File: config.mk
export PLATFORM = sky130hd
export DESIGN_NAME = fetch_stage
export DESIGN_NICKNAME = d
export VERILOG_FILES = /design/src/source/cpu_pkg.sv /design/src/source/fetch_stage.sv
export VERILOG_INCLUDE_DIRS = /design/src /design/src/include
export SDC_FILE = /design/constraint.sdc
export NUM_CORES = 1
export LEC_CHECK = 0
export ABC_AREA = 1
export BUFFER_PORTS_ARGS = -buffer_cell sky130_fd_sc_hd__buf_4
export CAP_MARGIN = 20
export CORE_ASPECT_RATIO = 0.5
export CORE_MARGIN = 2
export CORE_UTILIZATION = 42
export DETAILED_ROUTE_END_ITERATION = 10
export GPL_TIMING_DRIVEN = 1
export PLACE_DENSITY = 0.76
export SETUP_SLACK_MARGIN = 0.5
export SLEW_MARGIN = 15
export SYNTH_ARGS = -nofsm -noshare
export SYNTH_HDL_FRONTEND = slang
export SYNTH_SLANG_ARGS = --single-unit
File: constraint.sdc
create_clock -name clk -period 2.9 [get_ports clk]
set_input_delay 0 -clock clk [delete_from_list [all_inputs] [get_ports clk]]
set_output_delay 0 -clock clk [all_outputs]
set_load 0.01 [all_outputs]
File: src/include/cpu_cfg.svh
`ifndef CPU_CFG_SVH
`define CPU_CFG_SVH

// data path and address width
`define CPU_BITS 16

// stack pointer width, gives 16 return slots
`define CPU_STACK_BITS 4

// register id width, gives 256 registers
`define CPU_REG_ID_BITS 8

// instruction word spans two data words
`define CPU_INSTR_BITS (2 * `CPU_BITS)

`endif

File: src/source/cpu_pkg.sv
`include "cpu_cfg.svh"

package cpu_pkg;

    typedef enum logic [2:0] {
        cls_control    = 3'd0,
        cls_alu_reg    = 3'd1,
        cls_alu_imm    = 3'd2,
        cls_alu_io_in  = 3'd3,
        cls_alu_io_out = 3'd4
    } instr_class_e;

    typedef enum logic [4:0] {
        alu_nop  = 5'h00,
        alu_add  = 5'h01,
        alu_adc  = 5'h02,
        alu_sub  = 5'h03,
        alu_and  = 5'h04,
        alu_or   = 5'h05,
        alu_xor  = 5'h06,
        alu_shl  = 5'h07,
        alu_shr  = 5'h08,
        alu_pass = 5'h09
    } alu_op_e;

    // class 0 reuses the op field for these
    typedef enum logic [4:0] {
        ctl_nop   = 5'h00,
        ctl_jmp   = 5'h01,
        ctl_jc    = 5'h02,
        ctl_jz    = 5'h03,
        ctl_jr    = 5'h04,
        ctl_call  = 5'h09,
        ctl_callc = 5'h0a,
        ctl_callz = 5'h0b,
        ctl_ret   = 5'h11,
        ctl_retc  = 5'h12,
        ctl_retz  = 5'h13,
        ctl_hlt   = 5'h1f
    } ctrl_op_e;

    typedef struct packed {
        logic [`CPU_REG_ID_BITS-1:0] id1;
        logic [`CPU_REG_ID_BITS-1:0] id2;
        logic [`CPU_REG_ID_BITS-1:0] id3;
        instr_class_e                cls;
        logic [4:0]                  op;
    } reg_form_t;

    typedef struct packed {
        logic [`CPU_BITS-1:0]        imm;
        logic [`CPU_REG_ID_BITS-1:0] id3;
        instr_class_e                cls;
        logic [4:0]                  op;
    } imm_form_t;

    typedef union packed {
        reg_form_t reg_form;
        imm_form_t imm_form;
    } instr_u;

endpackage

File: src/source/fetch_stage.sv
`timescale 1ns/1ps
`include "cpu_cfg.svh"

module fetch_stage (
    input  logic                       clk,
    input  logic                       reset,
    input  logic                       stall,
    input  logic                       redirect,
    input  logic [`CPU_BITS-1:0]       redirect_addr,
    input  logic                       halted,
    input  logic [`CPU_INSTR_BITS-1:0] instr_data,
    output logic [`CPU_BITS-1:0]       instr_addr,
    output logic                       fetch_valid,
    output cpu_pkg::instr_u            fetch_instr,
    output logic [`CPU_BITS-1:0]       fetch_pc
);
    logic [`CPU_BITS-1:0] pc;
    logic                 advance;

    assign instr_addr = pc;
    assign advance = !halted && !redirect && !stall;

    always_ff @(posedge clk) begin
        if (!reset) begin
            pc <= '0;
            fetch_valid <= 1'b0;
        end else if (!halted) begin
            // taken branch drops the word fetched behind it
            if (redirect) begin
                pc <= redirect_addr;
                fetch_valid <= 1'b0;
            end else if (!stall) begin
                pc <= pc + 1'b1;
                fetch_valid <= 1'b1;
            end
        end
    end

    always_ff @(posedge clk) begin
        if (advance) begin
            fetch_instr <= instr_data;
            fetch_pc <= pc;
        end
    end

endmodule

==> flow_summary.ini, run 1 <==
[run_status]
status = complete, no violations

[floorplanning]
coreArea_um2 = 6010
die_height_um = 59.5
row_count = 20
die_area_um2 = 6850
ios = 118
die_w_um = 115
initial_core_util_pct = 43.1

[global_routing]
met2_usage_pct = 37.7
antenna_found_initial = 0
grt_pass1_vias = 2276
grt_start_max_net_pins = 31
use_met1_pct = 25.0
grt_pass1_wl_mm = 10.8
grt.overflow.total = 0
top_usage_layer = met2
grt_usage_pct = 20.8
grtUsageMet3_pct = 4.40

[critical_path]
crit_path_start_kind = input port
crit_type = input port to flop
worstSetupEndpointType = flop
reg2reg_depth = 4
worstPathArrival_ps = 1600
cp_max_fo = 30
crit_required_ps = 2880

[yosys]
synth-simple-area-share_pct = 17.5
muxShareOfSynthArea_pct = 0
avgSynthCellArea_um2 = 10.8
synth_seq_cells = 65
syn-cell-area_um2 = 2590
synth_top_family_by_area = simple AND/OR/NAND/NOR gates
synth_fp_nets = 293
ys_seq_area_share_pct = 68.8
ys_warn_count = 0
synth_fa_ha_area_share_pct = 0.483
synth_xor_area_share_pct = 0
synthCells = 239
synth_compound_area_share_pct = 8.60
ys_types = 26

[clock_tree]
insertion_delay_ps = 320
path_clk_slew_ps = 50
cts_repair_resize_count = 0
root_buffer = clkbuf_16
tritoncts = yes
clk_path_buf_depth = 2
clock-sinks = 65
numCtsBuffers = 9
htreeDepth = 3

[timing]
hold_slack_ps = 31.1
fin_setup_tns_ps = 0
fmax_mhz = 614
maxSlewHeadroom_pct = 65.6
slew_violations = 0
hold_viol = 0
worst-slew-pin-transition_ps = 515
fin_crit_ps = 1630
setup_viol = 0
grt_setup_unrepaired = false
period_share_pct = 56.2
fin_skew_ps = 7.49

[layout]
final_core_util_pct = 70.3
synthToLayoutAreaGrowth_pct = 63.0
fillCellCount = 449
antenna_cells = 0
mostFrequentLayoutCells = buf_4, nand2_1, edfxtp_1
fin_nets = 451
mostFrequentLayoutCell = buf_4
drive_gt1_share_pct = 34.8

[route]
route.detailed.drc = 0
avgRoutedWirePerCell_um = 14.5
drt_wl_total_mm = 6.95
antenna_left = 0
num_vias = 2354
vias_per_cell = 4.91
first_iter_violations = 140
drtPass1Iterations = 4

[flow_run]
maxCapViolCount = 0

[pwr]
intPower_w = 0.00205
leakage_nw = 1.79
peakVddDrop_uv = 311
pwr-share-seq_pct = 42.3
p_per_area_nw_per_um2 = 610
switching_share_pct = 20.5
clkPwrFrac_pct = 46.9
finalPower_w = 0.00258
combPwrFrac_pct = 10.8
p_switching_w = 0.000529

[placed_design]
routabilityCongestion = 0.833
dp_hpwl_mm = 4.58
port_buffers = 117

[hold_path]
hold_path.class = input port to flop
hold_depth = 3
[synthesized netlist by cell type]
| cell type | n | area (µm²) |
|---|---|---|
| nand2_1 | 54 | 203 |
| edfxtp_1 | 48 | 1440 |
| nor2_1 | 33 | 124 |
| dfxtp_1 | 17 | 340 |
| inv_1 | 16 | 60.1 |
| a21oi_1 | 15 | 75.1 |
| nand3_1 | 15 | 75.1 |
| o21ai_0 | 15 | 75.1 |
| nand4_1 | 4 | 25.0 |
| a21oi_2 | 2 | 17.5 |
| buf_4 | 2 | 15.0 |
| buf_6 | 2 | 22.5 |
| clkbuf_1 | 2 | 7.51 |
| nor2_2 | 2 | 12.5 |
| a21oi_4 | 1 | 16.3 |
| a221oi_1 | 1 | 8.76 |
| a22o_1 | 1 | 8.76 |
| a22oi_1 | 1 | 7.51 |
| a31oi_1 | 1 | 6.26 |
| buf_2 | 1 | 5.00 |
| ha_1 | 1 | 12.5 |
| inv_2 | 1 | 3.75 |
| inv_4 | 1 | 6.26 |
| nand3b_1 | 1 | 7.51 |
| o31ai_1 | 1 | 7.51 |
| or2_0 | 1 | 6.26 |
[flip-flops by register name, summed over array words and instances, names as in the netlist]
| name | cells |
|---|---|
| fetch_instr | 32 |
| instr_addr | 16 |
| fetch_pc | 16 |
| fetch_valid | 1 |
[area by class of cell]
cell class	count	area (µm²)	area share, %
Multi-Input combinational cell	149	696	16.5
Inverter	18	70.1	1.66
Tap cell	77	96.3	2.28
Sequential cell	65	1780	42.2
Clock buffer	10	229	5.42
Timing Repair Buffer	154	1240	29.5
Clock inverter	6	106	2.52
[power groups by stage]
stage / Sequential, W / Combinational, W / Clock [W]
finish: 0.00109 / 0.000279 / 0.00121
CTS: 0.00109 / 0.000279 / 0.00122
floorplan: 0.00113 / 0.0000707 / 0
global placement: 0.00111 / 0.000233 / 0
global route: 0.00110 / 0.000302 / 0.00125
detailed placement: 0.00111 / 0.000238 / 0
[worst max-delay path: stages]
cell,delay (ps)
buf_4,220
inv_4,140
a21oi_4,430
inv_2,260
nor2_4,150
buf_4,370
[cells by family after synthesis]
kind of cell / Yosys count
adders and majority gates: 1
buffers and inverters: 25
AOI/OAI and AO/OA: 38
DFF: 65
and+or+nand+nor: 110
[worst paths after layout]
check	start	endpoint	slack, ps
hold / removal	halted	instr_addr[0]	30
setup reg to reg	instr_addr[0]	instr_addr[1]	1380
setup / recovery	redirect	fetch_instr[30]	1270
hold reg to reg	instr_addr[15]	instr_addr[15]	530
[stage by stage]
stage,setup WS (ps),std cells,instance area (µm²)
2_1_floorplan,771,239,2590
3_3_place_gp,1120,428,3540
3_5_place_dp,997,428,3540
4_1_cts,1310,479,4220
5_1_grt,1130,479,4220
6_report,1270,479,4220
[metal layers]
metal,vias to the layer above,share of wire (%),routed length (µm)
met3,9,5.0,350
met4,0,0.81,56
met2,97,54,3740
met1,1109,40,2810
met5,-,0,0
li1,1139,-,-
[timing repair]
item / CTS / global route
endpoints found under the hold margin: 35 / 0
buffers inserted: 0 / 0
endpoints found under the setup margin: 0 / 0
hold buffers: 35 / 0
No activity file was read; power rests on OpenSTA's default activity.
==> run 2: changes to the inputs <==
Settings changed: ABC_AREA 1 to 0.
Clock period 2.9 ns to 1.4 ns, I/O delays scaled along.
==> flow_summary.ini, run 2 <==
[run_status]
status = finished with violations
failed_checks = setup timing

[critical_path]
reg2reg_from = instr_addr[1]
worstPathArrival_ps = 1630
crit_required_ps = 1620
crit_path_max_incr_delay_ps = 390
cp_max_fo = 5
critPathLaunch = instr_addr[1]
worstPathCellList = ha_4 > nand4_4 > buf_4 > o21bai_1 > a21oi_1 > nor3_1
cpLargestDelayFamily = flip-flops
crit_type = flop to flop
worstSetupEndpointType = flop
crit_path_start_kind = flop
crit_path_top_delay_cell = dfxtp_4
cp.buffers_inverters = 1

[yosys]
ys_warn_count = 0
synth_top_area_share_pct = 55.5
synth-edff-count = 48
synth_top_flop_cell = edfxtp_1
ys_seq_area_share_pct = 68.6
synthTopCellsByArea = edfxtp_1, dfxtp_1, nand2_1
synthCells = 198
yosysMostFrequentCell = edfxtp_1
async_flop_share_pct = 0
yosysTopAreaCell = edfxtp_1
synth_fp_nets = 252
synth_commonest_cells = edfxtp_1, dfxtp_1, nand2_1, nand3_1, o21ai_0
syn-cell-area_um2 = 2600
ys_types = 49
synth_seq_cells = 65
avgSynthCellArea_um2 = 13.1

[placed_design]
port_buffers = 117
routabilityCongestion = 0.843
dp_hpwl_mm = 4.54

[clock_tree]
root_buffer = clkbuf_16
path_clk_slew_ps = 60
tritoncts = yes
htreeDepth = 3
clock-sinks = 65
clk_path_buf_depth = 2
insertion_delay_ps = 330
numCtsBuffers = 9

[pwr]
peakVddDrop_uv = 614
leakage_nw = 1.98
p_per_area_nw_per_um2 = 1030

[timing]
period_share_pct = 101
worst-slew-pin-transition_ps = 381
hold_slack_ps = 28.5
setup_viol = 1
slew_violations = 0
fin_crit_ps = 1410
setup_slack_ps = -13.0
maxSlewHeadroom_pct = 74.4
fmax_mhz = 708
hold_viol = 0
fin_skew_ps = 9.45
grt_setup_unrepaired = true
fin_setup_tns_ps = -13.0

[floorplanning]
initial_core_util_pct = 43.1
die_area_um2 = 6870
coreArea_um2 = 6030
die_w_um = 115
row_count = 20
ios = 118
die_height_um = 59.6

[hold_path]
hold_path.class = input port to flop
hp-start = redirect_addr[1]

[layout]
fin_nets = 443
mostFrequentLayoutCells = buf_4, edfxtp_1, dlygate4sd3_1
largest_register = fetch_instr
drive_gt1_share_pct = 52.5
antenna_cells = 0
mostFrequentLayoutCell = buf_4
largest_register_ffs = 32
synthToLayoutAreaGrowth_pct = 84.9

[route]
drtPass1Iterations = 5
num_vias = 2567
first_iter_violations = 295
avgRoutedWirePerCell_um = 19.1
route.detailed.drc = 0
drt_wl_total_mm = 9.19
antenna_left = 0
vias_per_cell = 5.33

[global_routing]
grt_pass1_wl_mm = 11.6
grt_start_max_net_pins = 27
grt.overflow.total = 0
grt_usage_pct = 22.9
grt_pass1_vias = 2345
antenna_found_initial = 0

[flow_run]
maxCapViolCount = 0
## run 2: cell types whose count changed in the layout (fill, tap and decap cells not counted), moves of 5 or more
cell	before	now
o21ai_0	15	7
inv_1	16	4
buf_6	0	21
nor3_1	0	7
dfxtp_1	17	2
buf_4	119	124
a21oi_1	15	5
nand3_1	15	9
nor2_1	32	6
nand2_1	54	15
dfxtp_4	0	11
nor2b_1	0	5
## run 2: area by class of cell
| class | instances | area, µm² |
|---|---|---|
| inverter | 6 | 26.3 |
| fill | 313 | 1230 |
| multi-input combinational | 117 | 858 |
| clock inverter | 7 | 45.0 |
| tap | 88 | 110 |
| timing repair buffer | 190 | 1710 |
| clock buffer | 9 | 225 |
| sequential | 65 | 1830 |
## run 2: stage by stage
stage / std cells / utilization [%] / worst slack, ps / area (µm²) / total power [W]
4_1_cts: 470 / 75.6 / 48.2 / 4560 / 0.00486
3_3_place_gp: 401 / 61.5 / 80.4 / 3710 / 0.00274
2_1_floorplan: 198 / - / 40.2 / 2700 / 0.00246
5_1_grt: 482 / 79.6 / -78.7 / 4800 / 0.00511
3_5_place_dp: 401 / 61.5 / 12.6 / 3710 / 0.00276
6_report: 482 / 79.6 / -13.0 / 4800 / 0.00497
## run 2: path summary, 6_finish.rpt
kind / end / slack, ps / depth (start not counted)
worst min-delay path: instr_addr[1] / 30 / 4
worst min register to register: fetch_pc[15] / 490 / 0
worst max register to register: instr_addr[8] / -10 / 6
worst max-delay path: instr_addr[8] / -10 / 6
## run 2: what timing repair did
action	4_1_cts	5_1_grt
resized for setup	15	27
gates cloned	1	3
pin swaps	14	19
hold endpoints to repair	37	0
setup endpoints to repair	47	62
buffers inserted	15	9
hold buffers	37	0
## run 2: cell families (layout without fill, tap and decap cells)
family                   after synthesis  after routing  share of synthesized area (%)
AND/OR/NAND/NOR                       67             67                           14.8
flip-flops                            65             65                           68.6
AO/OA/AOI/OAI                         46             46                           12.2
buffers and inverters                 16            212                           2.65
multiplexers                           3              3                           1.20
adder cells (fa/ha/maj)                1              1                          0.482
## run 2: per-layer routing
metal  track usage (%)  part of all wire [%]  up-vias
met4              9.29                   2.4        0
li1                  -                     -     1148
met2              43.1                    53      161
met5                 0                     0        -
met3              5.83                   6.8       32
met1              25.3                    38     1226
## run 2: power by group
part           internal (W)  switching (W)
clock network       0.00119       0.000844
registers           0.00216      0.0000670
logic              0.000408       0.000302
total               0.00376        0.00121
## run 2: tightest hold or removal path, cell delays in order
cell	delay, ps
buf_4	80
mux2i_1	50
nand2_1	60
o211a_1	130
