## src/include/cpu_cfg.svh

```systemverilog
`ifndef CPU_CFG_SVH
`define CPU_CFG_SVH

// data path and address width
`define CPU_BITS 16

// stack pointer width, gives 16 return slots
`define CPU_STACK_BITS 4

// register id width, gives 256 registers
`define CPU_REG_ID_BITS 8

// instruction word spans two data words
`define CPU_INSTR_BITS (2 * `CPU_BITS)

`endif

```

## src/source/pipe_if.sv

```systemverilog
`timescale 1ns/1ps
`include "cpu_cfg.svh"


// execute to writeback
interface result_if;
    logic                        valid;
    logic [`CPU_BITS-1:0]        value;
    logic [`CPU_REG_ID_BITS-1:0] dest;
    logic                        writes_reg;
    logic                        writes_io;

    modport source (
        output valid, value, dest, writes_reg, writes_io
    );

    modport sink (
        input valid, value, dest, writes_reg, writes_io
    );
endinterface

```

## src/source/writeback_stage.sv

```systemverilog
`timescale 1ns/1ps
`include "cpu_cfg.svh"

module writeback_stage (
    input  logic                        clk,
    input  logic                        reset,
    result_if.sink                      result,
    output logic                        wb_en,
    output logic [`CPU_REG_ID_BITS-1:0] wb_id,
    output logic [`CPU_BITS-1:0]        wb_data,
    output logic                        io_wr,
    output logic [`CPU_BITS-1:0]        io_data_out
);
    logic out_hit;

    // register file is written by decode on these
    assign wb_en = result.valid && result.writes_reg;
    assign wb_id = result.dest;
    assign wb_data = result.value;

    assign out_hit = result.valid && result.writes_io;

    always_ff @(posedge clk) begin
        if (!reset)
            io_wr <= 1'b1;
        else
            io_wr <= !out_hit;
    end

    // data holds after the strobe returns high
    always_ff @(posedge clk) begin
        if (out_hit)
            io_data_out <= result.value;
    end

endmodule

```

## src/flat_wrapper.sv

```systemverilog
// flat-port wrapper written by rule: the top's interface ports become plain ports
module writeback_stage_flat 
  (clk, reset, wb_en, wb_id, wb_data, io_wr, io_data_out, result_valid, result_value, result_dest, result_writes_reg, result_writes_io);
  result_if result_i ();
  input  logic clk;
  input  logic reset;
  output logic wb_en;
  output logic [`CPU_REG_ID_BITS-1:0] wb_id;
  output logic [`CPU_BITS-1:0] wb_data;
  output logic io_wr;
  output logic [`CPU_BITS-1:0] io_data_out;
  input wire logic [$bits(result_i.valid)-1:0] result_valid;
  input wire logic [$bits(result_i.value)-1:0] result_value;
  input wire logic [$bits(result_i.dest)-1:0] result_dest;
  input wire logic [$bits(result_i.writes_reg)-1:0] result_writes_reg;
  input wire logic [$bits(result_i.writes_io)-1:0] result_writes_io;
  assign result_i.valid = result_valid;
  assign result_i.value = result_value;
  assign result_i.dest = result_dest;
  assign result_i.writes_reg = result_writes_reg;
  assign result_i.writes_io = result_writes_io;
  writeback_stage u_core (.clk(clk), .reset(reset), .result(result_i), .wb_en(wb_en), .wb_id(wb_id), .wb_data(wb_data), .io_wr(io_wr), .io_data_out(io_data_out));
endmodule
```

## config.mk

```make
export PLATFORM = sky130hd
export DESIGN_NAME = writeback_stage_flat
export DESIGN_NICKNAME = d
export VERILOG_FILES = /design/src/source/pipe_if.sv /design/src/source/writeback_stage.sv /design/src/flat_wrapper.sv
export VERILOG_INCLUDE_DIRS = /design/src /design/src/include
export SDC_FILE = /design/constraint.sdc
export NUM_CORES = 1
export LEC_CHECK = 0
export BUFFER_PORTS_ARGS = -buffer_cell sky130_fd_sc_hd__clkbuf_2
export CORE_MARGIN = 4
export CORE_UTILIZATION = 35
export CTS_BUF_LIST = sky130_fd_sc_hd__clkbuf_8
export DETAILED_ROUTE_END_ITERATION = 10
export PLACE_DENSITY = 0.86
export SLEW_MARGIN = 20
export SYNTH_ARGS = -nofsm -noshare
export SYNTH_HDL_FRONTEND = slang
export SYNTH_SLANG_ARGS = --single-unit
```

## constraint.sdc

```tcl
create_clock -name clk -period 1.1 [get_ports clk]
set_input_delay 0.11 -clock clk [delete_from_list [all_inputs] [get_ports clk]]
set_output_delay 0.11 -clock clk [all_outputs]
set_load 0.005 [all_outputs]
```

==> impl_metrics.ini, run 1 <==
[setup_path]
cp.depth = 1
max_stage_delay_ns = 0.37
path_class = reg2out
path_cells = clkbuf_2
start_kind = flop
crit_family = flip-flops
path_max_fanout = 1
worstPathRequired_ns = 0.99
crit_slowest_cell = edfxtp_1
cp.arrival_ns = 0.73
crit_buf_inv = 1
end_kind = primary output

[timing]
finalSetupViolCount = 0
min_period_ns = 0.8363
final_hold_viol_count = 0
slew_violations = 0
rsz0062_at_grt = no
relSlewSlack_pct = 92.92
fin_setup_tns_ns = 0
post-route-period-util_pct = 76.03
worst_pin_slew_ns = 0.1070
max_freq_mhz = 1196

[die]
start_util_pct = 38.75
io_pins = 71
die_h_um = 52.66
die_w_um = 52.66
dieArea_mm2 = 0.002773
core_mm2 = 0.001802
row_count = 15

[yosys]
netlist_top_cells_count = 24 x buf_4, 16 x edfxtp_1, 2 x and2_1
synth.top_cell.area_share_pct = 68.82
synth_area_um2 = 698.2
synth_area_leaders = edfxtp_1 69%, buf_4 26%, dfxtp_1 2.9%
ys_seq_area_share_pct = 71.68
ys.flop_type = edfxtp_1
syn-num-nets = 73
avgSynthCellArea_um2 = 15.87
ys_types = 5
synthArstFlopShare_pct = 0
synth_edf_count = 16
synthCells = 44
synth-seq-cells = 17
yosysTopAreaCell = edfxtp_1
synth.most_common_cell = buf_4
yosys_warnings = 0

[global_routing]
antenna_found_initial = 0
gr-total-overflow = 0
grt_max_degree = 17
grt_pass1_vias = 394
grt_pass1_wl_mm = 1.635
grt_usage_pct = 8.079

[route]
drt-total-wl_mm = 1.177
viasPerCell = 4.106
wl_per_cell_um = 11.32
antenna_left = 0
drc_errors = 0
drt_iter0_markers = 0
vias = 427
firstDrtPassIters = 1

[power_and_ir_drop]
combPwrFrac_pct = 10.8
p_int_mw = 1.081
power_density_mw_per_mm2 = 1503
p_clk_share_pct = 31.7
switching_share_pct = 18.69
switching_power_uw = 248.4
vdd_ir_drop_max_mv = 0.8025
p_seq_share_pct = 57.5
power_leakage_nw = 0.4246

[clocking]
post_cts_buffers = 0
clock-sinks = 17
htreeDepth = 1
cts_made_buffers = 3
clk_pin_slew_ns = 0.06
ctsHoldBuffers = 0
clockRootBuffer = clkbuf_8
cts_tree = yes
post_cts_resized = 0
ctsLongestPathBuffers = 2

[cells_and_area]
nets = 109
area_growth_pct = 26.70
antenna_cells = 0
instances_no_fill = 104
drive_gt1_share_pct = 73.42

[worst_hold_path]
holdPathStages = 2
hp-class = in2reg

[place]
port-buffer-count = 54
gp_congestion = 0.6531
place_inst = 100

[flow_run]
cap_violations = 0

[run_status]
outcome = finished, final reports clean
[cells in the final DEF, fill, tap and decap left out, drive strengths merged]
master,synthesis,final
nand3,1,1
dfxtp,1,1
and2,2,2
clkbuf,0,57
buf,24,1
inv,0,1
edfxtp,16,16
[cell families after synthesis]
family / after synthesis / synth area share (%)
buffers and inverters: 24 / 25.81
DFF: 17 / 71.68
and+or+nand+nor: 3 / 2.508
[layout make-up]
cell class,count,area (um2)
multi-input cells,3,17.52
flip-flops and latches,17,500.5
fillers,170,917.1
clock inverters,1,3.754
repair buffers,55,290.3
well taps,25,31.28
clock buffers,3,41.29
[per-stage QoR]
step           utilization [%]  hold WS (ns)  area (um2)  total power [mW]  setup WS, ns
2_1_floorplan                -        0.1818       698.2            0.8669        0.1749
3_3_place_gp             46.60        0.2201       839.6            0.9219        0.2759
3_5_place_dp             46.60        0.2201       839.6            0.9267        0.2690
4_1_cts                  49.10       0.04446       884.6             1.355        0.2497
5_1_grt                  49.10       0.04898       884.6             1.401        0.2187
6_report                 49.10       0.04529       884.6             1.329        0.2637
[sequential cells by signal, summed over array words and instances (netlist names)]
| signal | cells |
|---|---|
| u_core.io_data_out | 16 |
| u_core.io_wr | 1 |
[power groups by stage]
stage / clock network (mW) / logic, mW / registers, mW
after CTS: 0.441 / 0.148 / 0.765
after global routing: 0.475 / 0.159 / 0.767
final: 0.421 / 0.144 / 0.765
after detailed placement: 0 / 0.148 / 0.779
after global placement: 0 / 0.145 / 0.777
after floorplan: 0 / 0.0821 / 0.785
[worst paths after layout]
kind | startpoint | end | slack, ns
max | u_core.io_data_out[1] | io_data_out[1] | 0.26
min | reset | u_core.io_wr | 0.05
[metal layers]
metal	part of all wire, %	track usage, %
met4	2.3	4.681
met2	53	14.26
met5	0	0
met1	32	7.692
met3	13	3.419
No activity file was read; power rests on OpenSTA's default activity.
==> run 2: changes to the inputs <==
Clock period 1.1 ns to 0.8 ns, I/O delays scaled along.
==> run 2 against run 1 <==
  * Highest routed layer unchanged
  * Largest cell class unchanged
  * Sequential power increased by 37%
  * Core utilization is 0.070 points higher
  * Via count fell by 0.47%
  * The run now ends with setup timing left
==> impl_metrics.ini, run 2 (same netlist as run 1, synthesis figures left out) <==
[run_status]
outcome = finished, violations left
violations = setup timing

[route]
drc_errors = 0
wl_per_cell_um = 11.61
drt-total-wl_mm = 1.207
vias = 425
drt_iter0_markers = 1
viasPerCell = 4.087
antenna_left = 0
firstDrtPassIters = 2

[setup_path]
crit_family = flip-flops
path_max_fanout = 1
path_class = reg2out
crit_buf_inv = 1
path_cells = clkbuf_2
crit_slowest_cell = edfxtp_1
cp.arrival_ns = 0.74
worstPathRequired_ns = 0.72
max_stage_delay_ns = 0.37
end_kind = primary output
start_kind = flop

[clocking]
cts_made_buffers = 3
ctsHoldBuffers = 0
clockRootBuffer = clkbuf_8
cts_tree = yes
ctsLongestPathBuffers = 2
post_cts_resized = 0
clk_pin_slew_ns = 0.06
clock-sinks = 17
htreeDepth = 1
post_cts_buffers = 0

[cells_and_area]
largest_reg_flops = 16
final_common_cell = clkbuf_2
instances_no_fill = 104
drive_gt1_share_pct = 74.68
fin_util_pct = 49.17
top_regs = u_core.io_data_out (16), u_core.io_wr (1)
top_register = u_core.io_data_out
nets = 109
n_fill_cell = 172
final_area_um2 = 885.9
layout_common_cells = 54 x clkbuf_2, 16 x edfxtp_1, 3 x clkbuf_8
area_growth_pct = 26.88
antenna_cells = 0

[power_and_ir_drop]
power_density_mw_per_mm2 = 2080
combPwrFrac_pct = 10.8
power_leakage_nw = 0.4253
p_clk_share_pct = 32.2
switching_share_pct = 19.29
p_seq_share_pct = 57.0
switching_power_uw = 355.3
vdd_ir_drop_max_mv = 0.9402
p_int_mw = 1.487

[global_routing]
grt_usage_pct = 8.862
antenna_found_initial = 0
grt_pass1_wl_mm = 1.725
grt_max_degree = 17
grt_pass1_vias = 429
gr-total-overflow = 0

[timing]
max_freq_mhz = 1218
post-route-period-util_pct = 102.6
finalSetupViolCount = 3
relSlewSlack_pct = 94.11
slew_violations = 0
rsz0062_at_grt = yes
whs_ns = 0.01264
worst_pin_slew_ns = 0.08833
final_hold_viol_count = 0
setup_slack_ns = -0.02099
min_period_ns = 0.8210

[die]
dieArea_mm2 = 0.002773
die_h_um = 52.66
io_pins = 71
row_count = 15
start_util_pct = 38.75
die_w_um = 52.66
core_mm2 = 0.001802

[place]
place_inst = 100
port-buffer-count = 54
gp_congestion = 0.6714
place_area_um2 = 840.8
pre_cts_ws_ns = 0.009543

[flow_run]
cap_violations = 0

[worst_hold_path]
hp-class = in2reg
[run 2: cell counts in the layout (fill, tap and decap cells not counted)]
No cell type changed its count.
[run 2: metrics by stage]
stage | setup TNS, ns | total power [mW]
finish | -0.02622 | 1.842
floorplan | 0 | 1.192
global route | -0.4990 | 1.938
CTS | -0.1413 | 1.872
detailed placement | 0 | 1.275
global placement | 0 | 1.269
[run 2: area by class of cell]
type                       count  area [um2]  area share (%)
clock buffer                   3       41.29           4.661
clock inverter                 1       3.754          0.4237
tap                           25       31.28           3.531
sequential                    17       500.5           56.50
multi-input combinational      3       18.77           2.119
timing repair buffer          55       290.3           32.77
[run 2: routing by layer]
layer | track usage, % | share of wire (%)
met3 | 3.989 | 13
met4 | 5.532 | 0.41
met5 | 0 | 0
met2 | 16.32 | 53
met1 | 7.527 | 34
[run 2: final timing paths]
| check | startpoint | endpoint | slack, ns | cells past startpoint |
|---|---|---|---|---|
| worst max-delay path | u_core.io_data_out[15] | io_data_out[15] | -0.02 | 1 |
| worst min-delay path | reset | u_core.io_wr | 0.01 | 2 |
[run 2: power groups by stage]
| stage | Clock, mW | Combinational [mW] | Sequential, mW |
|---|---|---|---|
| after detailed placement | 0 | 0.206 | 1.07 |
| final | 0.593 | 0.199 | 1.05 |
| after floorplan | 0 | 0.114 | 1.08 |
| after global placement | 0 | 0.201 | 1.07 |
| after global routing | 0.664 | 0.220 | 1.05 |
| after CTS | 0.616 | 0.206 | 1.05 |
==> run 3: changes to the inputs <==
Settings changed: CORE_MARGIN 4 to default.
==> run 3 against run 2 <==
  * The flow still finishes with violations (setup timing)
  * Sequential power barely moved
  * Die area fell by 21%
  * Highest routed layer unchanged
  * Critical path type unchanged
  * Via count is 0.47% higher
  * Critical path depth unchanged
  * Flip-flop and latch count is the same
  * Worst hold slack worse by 0.0072 ns
  * Final area did not move
==> impl_metrics.ini, run 3 (same netlist as run 1, synthesis figures left out) <==
[timing]
min_period_ns = 0.8129
setup_slack_ns = -0.01293
slew_violations = 0
fin_setup_tns_ns = -0.04891
rsz0062_at_grt = yes
max_freq_mhz = 1230
finalSetupViolCount = 7
worst_pin_slew_ns = 0.09271
relSlewSlack_pct = 93.82
final_hold_viol_count = 0
post-route-period-util_pct = 101.6

[setup_path]
crit_buf_inv = 1
start_kind = flop
cp.arrival_ns = 0.73
max_stage_delay_ns = 0.37
path_max_fanout = 1
path_class = reg2out
worstPathRequired_ns = 0.72
path_cells = clkbuf_2
crit_family = flip-flops
end_kind = primary output
crit_slowest_cell = edfxtp_1

[route]
drt-total-wl_mm = 1.117
vias = 427
firstDrtPassIters = 2
drc_errors = 0
antenna_left = 0
drt_iter0_markers = 3
viasPerCell = 4.106
wl_per_cell_um = 10.74

[power_and_ir_drop]
switching_power_uw = 358.5
power_density_mw_per_mm2 = 2083
p_int_mw = 1.487
combPwrFrac_pct = 10.7
power_leakage_nw = 0.4253
switching_share_pct = 19.43
p_clk_share_pct = 32.3
p_seq_share_pct = 56.9
vdd_ir_drop_max_mv = 0.8889

[run_status]
violations = setup timing
outcome = finished, violations left

[global_routing]
antenna_found_initial = 0
grt_pass1_wl_mm = 1.400
grt_pass1_vias = 344
grt_usage_pct = 9.903
gr-total-overflow = 0
grt_max_degree = 17

[clocking]
cts_tree = yes
ctsLongestPathBuffers = 2
cts_made_buffers = 3
clk_pin_slew_ns = 0.06
post_cts_buffers = 0
clock-sinks = 17
clockRootBuffer = clkbuf_8
htreeDepth = 1

[die]
core_mm2 = 0.001802
io_pins = 71
die_w_um = 46.66
row_count = 15
start_util_pct = 38.75
dieArea_mm2 = 0.002177
die_h_um = 46.66

[flow_run]
cap_violations = 0

[cells_and_area]
drive_gt1_share_pct = 74.68
area_growth_pct = 26.88
layout_common_cells = 54 x clkbuf_2, 16 x edfxtp_1, 3 x clkbuf_8
nets = 109
largest_reg_flops = 16
top_regs = u_core.io_data_out (16), u_core.io_wr (1)
antenna_cells = 0
final_common_cell = clkbuf_2
top_register = u_core.io_data_out

[worst_hold_path]
hp-class = in2reg

[place]
gp_congestion = 0.6629
port-buffer-count = 54
pre_cts_ws_ns = 0.01698
## run 3: metal layers
layer	GRT usage, %	routed length [um]
met4	5.714	6
met2	17.78	619
met5	0	0
met3	3.529	94
met1	9.582	397
## run 3: power groups by stage
stage          combinational (mW)  sequential [mW]  clock [mW]
6_report                    0.198             1.05       0.597
5_1_grt                     0.222             1.06       0.656
4_1_cts                     0.202             1.05       0.621
3_5_place_dp                0.202             1.07           0
3_3_place_gp                0.196             1.07           0
2_1_floorplan               0.114             1.08           0
## run 3: layout make-up
cell class,count,area (um2)
timing repair buffer,55,290.3
fill,165,915.9
clock inverter,1,3.754
clock buffer,3,41.29
sequential,17,500.5
multi-input combinational,3,18.77
tap,25,31.28
## run 3: worst paths after layout
check | from | end | cells past startpoint
max | u_core.io_data_out[14] | io_data_out[14] | 1
min | result_writes_io | u_core.io_wr | 2
## run 3: stage by stage
step	hold slack [ns]	cells	power [mW]	util, %	cell area [um2]
global placement	0.1600	100	1.264	46.67	840.8
finish	0.005408	104	1.845	49.17	885.9
global route	0.006255	104	1.935	49.17	885.9
floorplan	0.1518	44	1.192	-	699.4
detailed placement	0.1600	100	1.273	46.67	840.8
CTS	0.001325	104	1.876	49.17	885.9
## run 3: what timing repair did
item / 4_1_cts / 5_1_grt
hold buffers: 0 / 0
setup endpoints to repair: 13 / 16
gates resized for setup: 0 / 0
